===== config.mk =====
export PLATFORM = sky130hd
export DESIGN_NAME = digital_clock
export DESIGN_NICKNAME = d
export VERILOG_FILES = /design/src/rtl/clock_pkg.sv /design/src/rtl/display_pkg.sv /design/src/rtl/hms_if.sv /design/src/rtl/tick_gen.sv /design/src/rtl/mode_ctrl.sv /design/src/rtl/hms_counter.sv /design/src/rtl/clock_core.sv /design/src/rtl/seg_scan.sv /design/src/rtl/digital_clock.sv
export VERILOG_INCLUDE_DIRS = /design/src /design/src/rtl
export SDC_FILE = /design/constraint.sdc
export NUM_CORES = 1
export LEC_CHECK = 0
export ABC_AREA = 0
export BUFFER_PORTS_ARGS = -buffer_cell sky130_fd_sc_hd__buf_2
export CORE_ASPECT_RATIO = 1.5
export CORE_MARGIN = 3
export CORE_UTILIZATION = 60
export DETAILED_ROUTE_END_ITERATION = 6
export PLACE_DENSITY = 0.77
export SLEW_MARGIN = 5
export SYNTH_ARGS = -nofsm -noshare
export SYNTH_HDL_FRONTEND = slang
export SYNTH_SLANG_ARGS = --single-unit

===== constraint.sdc =====
create_clock -name clk -period 5 [get_ports clk]
set_input_delay 1 -clock clk [delete_from_list [all_inputs] [get_ports clk]]
set_output_delay 1 -clock clk [all_outputs]
set_load 0.02 [all_outputs]

===== src/rtl/clock_macros.svh =====
`ifndef CLOCK_MACROS_SVH
`define CLOCK_MACROS_SVH

// Default divider counts for a 50 MHz board clock
`define CLK_PER_SEC   50000000
`define CLK_PER_SCAN  5000
`define CLK_PER_KEY   500000

// ----------------------------------------
// Last value of each unit before it wraps
// ----------------------------------------
`define SEC_MAX  6'd59
`define MIN_MAX  6'd59
`define HOU_MAX  6'd23

// Digits on the display
`define NUM_DIGITS  6

`endif


===== src/rtl/clock_pkg.sv =====
package clock_pkg;

	// One time unit, wide enough for 0..59
	typedef logic [5:0] unit_t;

	// Per-unit strobe
	// bit 0 seconds, bit 1 minutes, bit 2 hours
	typedef logic [2:0] unit_sel_t;

	// ----------------------------------------
	// Controller state
	// ----------------------------------------
	typedef enum logic [1:0] {
		MODE_CLOCK = 2'd0,
		MODE_SETUP = 2'd1,
		MODE_ALARM = 2'd2
	} mode_e;

	typedef enum logic [1:0] {
		POS_SEC = 2'd0,
		POS_MIN = 2'd1,
		POS_HOU = 2'd2
	} pos_e;

endpackage


===== src/rtl/display_pkg.sv =====
`include "clock_macros.svh"

package display_pkg;

	// Decimal digit 0..9
	typedef logic [3:0] digit_t;

	// Segments a down to g, active high
	typedef logic [6:0] seg_t;

	// Common-anode digit select, active low
	typedef logic [`NUM_DIGITS-1:0] digit_enb_t;

endpackage


===== src/rtl/hms_if.sv =====
`timescale 1ns/100ps

interface hms_if;

	// Current value of each unit
	clock_pkg::unit_t   sec;
	clock_pkg::unit_t   min;
	clock_pkg::unit_t   hou;

	// One-cycle set strobes, one bit per unit
	clock_pkg::unit_sel_t inc;

	modport ctrl (
		output inc
	);

	modport counter (
		output sec, min, hou,
		input  inc
	);

	modport view (
		input  sec, min, hou
	);

endinterface


===== src/rtl/tick_gen.sv =====
`timescale 1ns/100ps

module tick_gen #(
	parameter int DIV = 1000
) (
	input  logic clk,
	input  logic rst_n,
	output logic o_tick
);

	localparam int CW = (DIV > 1) ? $clog2(DIV) : 1;

	logic [CW-1:0] cnt;

	always_ff @(posedge clk or negedge rst_n) begin
		if (!rst_n) begin
			cnt    <= '0;
			o_tick <= 1'b0;
		end else if (cnt == CW'(DIV - 1)) begin
			cnt    <= '0;
			o_tick <= 1'b1;
		end else begin
			cnt    <= cnt + 1'b1;
			o_tick <= 1'b0;
		end
	end

	// Tick is a single-cycle enable
	a_tick_single: assert property (@(posedge clk) disable iff (!rst_n)
		(DIV > 1) && o_tick |=> !o_tick);

endmodule


===== src/rtl/mode_ctrl.sv =====
`timescale 1ns/100ps

module mode_ctrl (
	input  logic              clk,
	input  logic              rst_n,
	input  logic              i_key_tick,
	input  logic              i_sec_tick,
	input  logic              i_sw_mode,
	input  logic              i_sw_pos,
	input  logic              i_sw_inc,
	input  logic              i_sw_alarm,
	output clock_pkg::mode_e  o_mode,
	output logic              o_alarm_en,
	output logic              o_adv,
	hms_if.ctrl               time_bus,
	hms_if.ctrl               alarm_bus
);

	logic [3:0]           sw_now;
	logic [3:0]           sw_d1;
	logic [3:0]           sw_d2;
	logic [3:0]           press;
	clock_pkg::pos_e      pos;
	clock_pkg::unit_sel_t pos_sel;

	// ----------------------------------------
	// Switch sampling on the key tick
	// ----------------------------------------
	// Bit order: mode, pos, inc, alarm
	assign sw_now = {i_sw_alarm, i_sw_inc, i_sw_pos, i_sw_mode};

	always_ff @(posedge clk or negedge rst_n) begin
		if (!rst_n) begin
			sw_d1 <= '1;
			sw_d2 <= '1;
		end else if (i_key_tick) begin
			sw_d1 <= sw_now;
			sw_d2 <= sw_d1;
		end
	end

	// Released sample followed by a pressed one
	assign press = {4{i_key_tick}} & sw_d2 & ~sw_d1;

	// ----------------------------------------
	// Mode, position and alarm enable
	// ----------------------------------------
	always_ff @(posedge clk or negedge rst_n) begin
		if (!rst_n) begin
			o_mode     <= clock_pkg::MODE_CLOCK;
			pos        <= clock_pkg::POS_SEC;
			o_alarm_en <= 1'b0;
		end else begin
			if (press[0]) begin
				case (o_mode)
					clock_pkg::MODE_CLOCK: o_mode <= clock_pkg::MODE_SETUP;
					clock_pkg::MODE_SETUP: o_mode <= clock_pkg::MODE_ALARM;
					default:               o_mode <= clock_pkg::MODE_CLOCK;
				endcase
			end
			if (press[1]) begin
				case (pos)
					clock_pkg::POS_SEC: pos <= clock_pkg::POS_MIN;
					clock_pkg::POS_MIN: pos <= clock_pkg::POS_HOU;
					default:            pos <= clock_pkg::POS_SEC;
				endcase
			end
			if (press[3])
				o_alarm_en <= ~o_alarm_en;
		end
	end

	always_comb begin
		case (pos)
			clock_pkg::POS_MIN: pos_sel = 3'b010;
			clock_pkg::POS_HOU: pos_sel = 3'b100;
			default:            pos_sel = 3'b001;
		endcase
	end

	// Inc press goes to the counter being edited, none in clock mode
	assign time_bus.inc  = (press[2] && o_mode == clock_pkg::MODE_SETUP) ? pos_sel : '0;
	assign alarm_bus.inc = (press[2] && o_mode == clock_pkg::MODE_ALARM) ? pos_sel : '0;

	// Time stands still while being set
	assign o_adv = (o_mode != clock_pkg::MODE_SETUP) && i_sec_tick;

	a_inc_excl: assert property (@(posedge clk) disable iff (!rst_n)
		!((|time_bus.inc) && (|alarm_bus.inc)));

endmodule


===== src/rtl/hms_counter.sv =====
`timescale 1ns/100ps
`include "clock_macros.svh"

module hms_counter #(
	parameter int RUNNING = 1
) (
	input  logic   clk,
	input  logic   rst_n,
	input  logic   i_adv,
	hms_if.counter bus
);

	clock_pkg::unit_t sec_q;
	clock_pkg::unit_t min_q;
	clock_pkg::unit_t hou_q;
	logic             adv;
	logic             sec_wrap;
	logic             min_wrap;

	function automatic clock_pkg::unit_t step(input clock_pkg::unit_t v,
		input clock_pkg::unit_t max);
		return (v == max) ? '0 : v + clock_pkg::unit_t'(1);
	endfunction

	// Alarm counter only moves on its set strobes
	if (RUNNING != 0) begin : g_run
		assign adv = i_adv;
	end else begin : g_hold
		assign adv = 1'b0;
	end

	assign sec_wrap = (sec_q == `SEC_MAX);
	assign min_wrap = (min_q == `MIN_MAX);

	always_ff @(posedge clk or negedge rst_n) begin
		if (!rst_n) begin
			sec_q <= '0;
			min_q <= '0;
			hou_q <= '0;
		end else begin
			if (bus.inc[0] || adv)
				sec_q <= step(sec_q, `SEC_MAX);
			if (bus.inc[1] || (adv && sec_wrap))
				min_q <= step(min_q, `MIN_MAX);
			if (bus.inc[2] || (adv && sec_wrap && min_wrap))
				hou_q <= step(hou_q, `HOU_MAX);
		end
	end

	assign bus.sec = sec_q;
	assign bus.min = min_q;
	assign bus.hou = hou_q;

	a_sec_range: assert property (@(posedge clk) disable iff (!rst_n) sec_q <= `SEC_MAX);
	a_min_range: assert property (@(posedge clk) disable iff (!rst_n) min_q <= `MIN_MAX);
	a_hou_range: assert property (@(posedge clk) disable iff (!rst_n) hou_q <= `HOU_MAX);

endmodule


===== src/rtl/clock_core.sv =====
`timescale 1ns/100ps

module clock_core (
	input  logic              clk,
	input  logic              rst_n,
	input  clock_pkg::mode_e  i_mode,
	input  logic              i_alarm_en,
	input  logic              i_adv,
	hms_if.counter            time_bus,
	hms_if.counter            alarm_bus,
	output clock_pkg::unit_t  o_hou,
	output clock_pkg::unit_t  o_min,
	output clock_pkg::unit_t  o_sec,
	output logic              o_alarm
);

	logic match;

	hms_counter #(.RUNNING(1)) u_time_cnt (
		.clk   (clk),
		.rst_n (rst_n),
		.i_adv (i_adv),
		.bus   (time_bus)
	);

	hms_counter #(.RUNNING(0)) u_alarm_cnt (
		.clk   (clk),
		.rst_n (rst_n),
		.i_adv (),
		.bus   (alarm_bus)
	);

	// Alarm time on the display only while editing it
	assign o_sec = (i_mode == clock_pkg::MODE_ALARM) ? alarm_bus.sec : time_bus.sec;
	assign o_min = (i_mode == clock_pkg::MODE_ALARM) ? alarm_bus.min : time_bus.min;
	assign o_hou = (i_mode == clock_pkg::MODE_ALARM) ? alarm_bus.hou : time_bus.hou;

	assign match = (time_bus.sec == alarm_bus.sec) && (time_bus.min == alarm_bus.min)
		&& (time_bus.hou == alarm_bus.hou);

	// Flag latches on a match and holds until the alarm is switched off
	always_ff @(posedge clk or negedge rst_n) begin
		if (!rst_n)
			o_alarm <= 1'b0;
		else if (!i_alarm_en)
			o_alarm <= 1'b0;
		else if (match)
			o_alarm <= 1'b1;
	end

endmodule


===== src/rtl/seg_scan.sv =====
`timescale 1ns/100ps
`include "clock_macros.svh"

module seg_scan (
	input  logic                    clk,
	input  logic                    rst_n,
	input  logic                    i_scan_tick,
	input  clock_pkg::unit_t        i_hou,
	input  clock_pkg::unit_t        i_min,
	input  clock_pkg::unit_t        i_sec,
	input  clock_pkg::mode_e        i_mode,
	output display_pkg::seg_t       o_seg,
	output logic                    o_seg_dp,
	output display_pkg::digit_enb_t o_seg_enb
);

	localparam int IW = $clog2(`NUM_DIGITS);

	logic [IW-1:0]       idx;
	display_pkg::digit_t digits [`NUM_DIGITS];
	logic                dp;

	function automatic display_pkg::seg_t decode(input display_pkg::digit_t d);
		case (d)
			4'd0:    return 7'b111_1110;
			4'd1:    return 7'b011_0000;
			4'd2:    return 7'b110_1101;
			4'd3:    return 7'b111_1001;
			4'd4:    return 7'b011_0011;
			4'd5:    return 7'b101_1011;
			4'd6:    return 7'b101_1111;
			4'd7:    return 7'b111_0000;
			4'd8:    return 7'b111_1111;
			4'd9:    return 7'b111_0011;
			default: return 7'b000_0000;
		endcase
	endfunction

	// ----------------------------------------
	// Digit split, ones on the even index
	// ----------------------------------------
	assign digits[0] = display_pkg::digit_t'(i_sec % 10);
	assign digits[1] = display_pkg::digit_t'(i_sec / 10);
	assign digits[2] = display_pkg::digit_t'(i_min % 10);
	assign digits[3] = display_pkg::digit_t'(i_min / 10);
	assign digits[4] = display_pkg::digit_t'(i_hou % 10);
	assign digits[5] = display_pkg::digit_t'(i_hou / 10);

	// Mode marks: digit 0 for setup, digit 1 for alarm
	assign dp = ((i_mode == clock_pkg::MODE_SETUP) && (idx == IW'(0)))
		|| ((i_mode == clock_pkg::MODE_ALARM) && (idx == IW'(1)));

	always_ff @(posedge clk or negedge rst_n) begin
		if (!rst_n)
			idx <= '0;
		else if (i_scan_tick)
			idx <= (idx == IW'(`NUM_DIGITS - 1)) ? '0 : idx + 1'b1;
	end

	always_ff @(posedge clk or negedge rst_n) begin
		if (!rst_n) begin
			o_seg     <= '0;
			o_seg_dp  <= 1'b0;
			o_seg_enb <= ~display_pkg::digit_enb_t'(1);
		end else begin
			o_seg     <= decode(digits[idx]);
			o_seg_dp  <= dp;
			o_seg_enb <= ~(display_pkg::digit_enb_t'(1) << idx);
		end
	end

endmodule


===== src/rtl/digital_clock.sv =====
`timescale 1ns/100ps
`include "clock_macros.svh"

module digital_clock #(
	parameter int SEC_DIV  = `CLK_PER_SEC,
	parameter int SCAN_DIV = `CLK_PER_SCAN,
	parameter int KEY_DIV  = `CLK_PER_KEY
) (
	input  logic                    clk,
	input  logic                    rst_n,
	input  logic                    i_sw_mode,
	input  logic                    i_sw_pos,
	input  logic                    i_sw_inc,
	input  logic                    i_sw_alarm,
	output display_pkg::seg_t       o_seg,
	output logic                    o_seg_dp,
	output display_pkg::digit_enb_t o_seg_enb,
	output logic                    o_alarm
);

	logic             sec_tick;
	logic             scan_tick;
	logic             key_tick;
	logic             adv;
	logic             alarm_en;
	clock_pkg::mode_e mode;
	clock_pkg::unit_t hou;
	clock_pkg::unit_t min;
	clock_pkg::unit_t sec;

	hms_if time_bus ();
	hms_if alarm_bus ();

	// ----------------------------------------
	// Enable ticks, all on clk
	// ----------------------------------------
	tick_gen #(.DIV(SEC_DIV))  u_sec_tick  (.clk(clk), .rst_n(rst_n), .o_tick(sec_tick));
	tick_gen #(.DIV(SCAN_DIV)) u_scan_tick (.clk(clk), .rst_n(rst_n), .o_tick(scan_tick));
	tick_gen #(.DIV(KEY_DIV))  u_key_tick  (.clk(clk), .rst_n(rst_n), .o_tick(key_tick));

	mode_ctrl u_mode_ctrl (
		.clk        (clk),
		.rst_n      (rst_n),
		.i_key_tick (key_tick),
		.i_sec_tick (sec_tick),
		.i_sw_mode  (i_sw_mode),
		.i_sw_pos   (i_sw_pos),
		.i_sw_inc   (i_sw_inc),
		.i_sw_alarm (i_sw_alarm),
		.o_mode     (mode),
		.o_alarm_en (alarm_en),
		.o_adv      (adv),
		.time_bus   (time_bus),
		.alarm_bus  (alarm_bus)
	);

	clock_core u_clock_core (
		.clk        (clk),
		.rst_n      (rst_n),
		.i_mode     (mode),
		.i_alarm_en (alarm_en),
		.i_adv      (adv),
		.time_bus   (time_bus),
		.alarm_bus  (alarm_bus),
		.o_hou      (hou),
		.o_min      (min),
		.o_sec      (sec),
		.o_alarm    (o_alarm)
	);

	seg_scan u_seg_scan (
		.clk         (clk),
		.rst_n       (rst_n),
		.i_scan_tick (scan_tick),
		.i_hou       (hou),
		.i_min       (min),
		.i_sec       (sec),
		.i_mode      (mode),
		.o_seg       (o_seg),
		.o_seg_dp    (o_seg_dp),
		.o_seg_enb   (o_seg_enb)
	);

endmodule


==> reports/results.txt <==
Outcome: finished, violations left
Violated checks: design-rule violations
Worst path slowest cell: dfrtp_2
Worst-path clk slew: 0.06 ns
Syn Std Cell Area: 0.008030 mm^2
Fraction of layout instances using a drive strength above 1: 0.1646
Final Slew Violations: 0
Vias in the first global route: 6588
CTS Sinks: 128
Worst VDD drop: 230.5 uV
Setup crit start: u_mode_ctrl.o_mode[0]$_DFFE_PN0P_
Die extent in x: 100.5 um
Worst Tran Pin Value: 0.9630 ns
Area Growth Syn to Fin: 10.74%
Die H: 147.7 um
Commonest non-fill, non-tap cell in the layout: dfrtp_1
Yosys reg bits: 128
Most frequent cells in the layout: dfrtp_1, nand2_1, nor2_1
TritonCTS clock tree: done
Initial cell density of the core: 0.6169
Setup violators final: 0
Seq pwr share: 0.461
Cell mode on critical path: inv_1
Cell accounting for the most synthesized area: dfrtp_1
Die area: 0.01484 mm^2
FF-to-FF path depth: 19
Final worst-path cycle share: 0.9493
CP Cell Sequence: nor2b_4 > buf_4 > mux2i_2 > inv_1 > ha_1 > nor4bb_1 > a31oi_1 > a221oi_2 > o31a_1 > a2bb2o_1 > o21bai_1 > a211oi_1 > nor4b_2 > buf_4 > inv_1 > ha_1 > inv_1 > mux2_2 > mux2i_1
Max Clk Rate: 210.7 MHz
Via count: 6564
Share of synthesized flip-flops with an asynchronous set or reset: 1.000
Buffers & Inverters on Critical Path: 5
YS warnings: 0
Post-synth cell types: 83
Setup bufs post-CTS: 0
Register area share after synthesis: 0.4009
Post-route ant nets: 0
DRC: 4
# Max-Cap Violations: 0
Min cycle time layout: 4.747 ns
Fin area: 0.008892 mm^2
CTS buffer count: 17
Drt initial violations: 344
Avg Synthesized Cell Area: 9.381 um^2
ANT cells: 0
First-pass GRT wire length: 30730 um
Max incr delay on CP: 0.50 ns
Int Power: 1751 uW
Combinational share of power: 0.010
Critical path class: register to register
Total GRT Usage: 0.2531
Pwr/cell area: 252.9 mW/mm^2
Storage element area: 0.003221 mm^2
Worst R2R Setup Slack: 0.25 ns
Filler Cell Count: 1020
Final core utilization: 0.6831
Initial antenna violation count: 0
Hold Crit Class: register to register
Hold WS: 0.4606 ns
Switch Pwr: 497.3 uW
Clk_lat worst skew: 0.42 ns
Detailed-placement wirelength estimate: 12690 um
Crit end category: register
Gp weighted congestion: 0.9900
CP required: 5.33 ns
Yosys top cell area share: 0.3584
Total iterations of the first detailed-routing run: 7
Multi-input logic area: 0.004522 mm^2
Final hold viol count: 0
R2R Path End: u_seg_scan.o_seg[2]$_DFF_PN0_
DR WL/cell: 17.13 um
WL final: 17920 um
Cell Area, Placed: 0.008300 mm^2
Total leakage power: 0.003915 uW
Worst EP arrival: 5.08 ns
Total power: 2249 uW
Startpoint Class: register
Pin count of the biggest net entering global routing: 47
H-tree depth: 4
Nets: 912
WP depth: 19
Port bufs: 20
Net Sw Frac: 0.2212
CP max FO: 11
CORE AREA: 0.01302 mm^2
Top post-synthesis cells by area: dfrtp_1, ha_1, mux2_2
Ys flop type: dfrtp_1
Vias per Instance: 6.275
GRT Residual Overflow: 0
Post-Syn Nets: 894
Ports: 21
EDFF count, synth: 0
Clk root buf: clkbuf_16
Relative slew slack: 0.3521
Delay-heaviest family, CP: compound AO/OA/AOI/OAI gates
Clock Tree Buf Depth: 2
Reg2reg start: u_mode_ctrl.o_mode[0]$_DFFE_PN0P_
Row Count: 51
Clk pwr share: 0.529
Worst Skew: 0.01902 ns
Post-Synthesis Cells: 856
CP endpoint: u_seg_scan.o_seg[2]$_DFF_PN0_
## worst reg2reg max path: stages (launching register included)
cell,delay (ns)
dfrtp_2,0.50
nor2b_4,0.23
buf_4,0.19
mux2i_2,0.28
inv_1,0.12
ha_1,0.36
nor4bb_1,0.31
a31oi_1,0.11
a221oi_2,0.43
o31a_1,0.25
a2bb2o_1,0.35
o21bai_1,0.17
a211oi_1,0.38
nor4b_2,0.09
buf_4,0.16
inv_1,0.12
ha_1,0.16
inv_1,0.04
mux2_2,0.27
mux2i_1,0.14
## worst min-delay path by stage
stage,from,end,slack [ns],cells past startpoint
final,u_scan_tick.cnt[0]$_DFF_PN0_,u_scan_tick.cnt[0]$_DFF_PN0_,0.46,1
after detailed placement,u_scan_tick.cnt[0]$_DFF_PN0_,u_scan_tick.cnt[0]$_DFF_PN0_,0.46,1
after floorplan,u_seg_scan.idx[2]$_DFFE_PN0P_,u_seg_scan.o_seg_enb[4]$_DFF_PN1_,0.42,1
after CTS,u_scan_tick.cnt[0]$_DFF_PN0_,u_scan_tick.cnt[0]$_DFF_PN0_,0.47,1
after global placement,u_key_tick.cnt[0]$_DFF_PN0_,u_key_tick.cnt[0]$_DFF_PN0_,0.44,1
after global routing,u_scan_tick.cnt[0]$_DFF_PN0_,u_scan_tick.cnt[0]$_DFF_PN0_,0.49,1
## flip-flops by register name, indices dropped and copies added (netlist names), 2 cells and up
name,flops
u_scan_tick.cnt,13
u_key_tick.cnt,19
u_mode_ctrl.pos,2
u_mode_ctrl.sw_d1,4
u_clock_core.u_alarm_cnt.bus.hou,6
u_seg_scan.o_seg,7
u_clock_core.u_time_cnt.bus.hou,6
u_clock_core.u_alarm_cnt.bus.sec,6
u_seg_scan.idx,3
u_mode_ctrl.o_mode,2
u_sec_tick.cnt,26
u_clock_core.u_time_cnt.bus.min,6
u_clock_core.u_alarm_cnt.bus.min,6
u_seg_scan.o_seg_enb,6
u_mode_ctrl.sw_d2,4
u_clock_core.u_time_cnt.bus.sec,6
## stage by stage
step / TNS (ns) / cells / worst slack [ns]
after floorplan: 0 / 856 / 0.5319
after CTS: 0 / 1046 / 0.1185
after detailed placement: 0 / 1014 / 0.1534
after global routing: -0.01520 / 1046 / -0.01520
final: 0 / 1046 / 0.2535
after global placement: 0 / 1014 / 0.4003
## power by group through the flow
stage / Sequential (uW) / Clock, uW / Combinational (uW)
global placement: 1050 / 0 / 23.5
CTS: 1040 / 1200 / 24.3
finish: 1040 / 1190 / 22.4
global route: 1040 / 1250 / 26.8
floorplan: 1060 / 0 / 0.0283
detailed placement: 1050 / 0 / 24.1
## synthesized netlist by cell type (25+ instances only)
cell type,count
nand2_1,90
inv_1,36
xor2_1,40
clkbuf_1,28
ha_1,32
o21ai_0,33
nor2_1,81
dfrtp_1,115
mux2_2,33
nand3_1,37
nor3_1,25
xnor2_1,41
## repair_timing
item                                    CTS  global route
endpoints found under the setup margin    0             3
hold buffers                              0             0
resized for setup                         0             5
## final cells by class
cell class	instances	area share
sequential	128	0.3622
timing repair buffer	39	0.02758
tap	159	0.02237
inverter	37	0.01562
clock inverter	12	0.01238
clock buffer	20	0.05136
multi-input combinational	651	0.5085
## logic make-up (layout without fill, tap and decap cells)
family | count (synthesis) | after routing | synth area share
compound gates | 146 | 146 | 0.1296
buf+inv | 77 | 108 | 0.03973
flops | 128 | 128 | 0.4009
xor+xnor | 81 | 81 | 0.08835
simple gates | 338 | 338 | 0.2169
mux | 54 | 54 | 0.07463
fa+ha+maj | 32 | 32 | 0.04986
## layer usage
metal	vias up	global-route usage	part of all wire
li1	3078	-	-
met4	0	0.1059	0.026
met3	48	0.04485	0.042
met1	3215	0.3033	0.39
met2	223	0.4422	0.54
met5	-	0	0
Power figures use the tool's default switching activity.
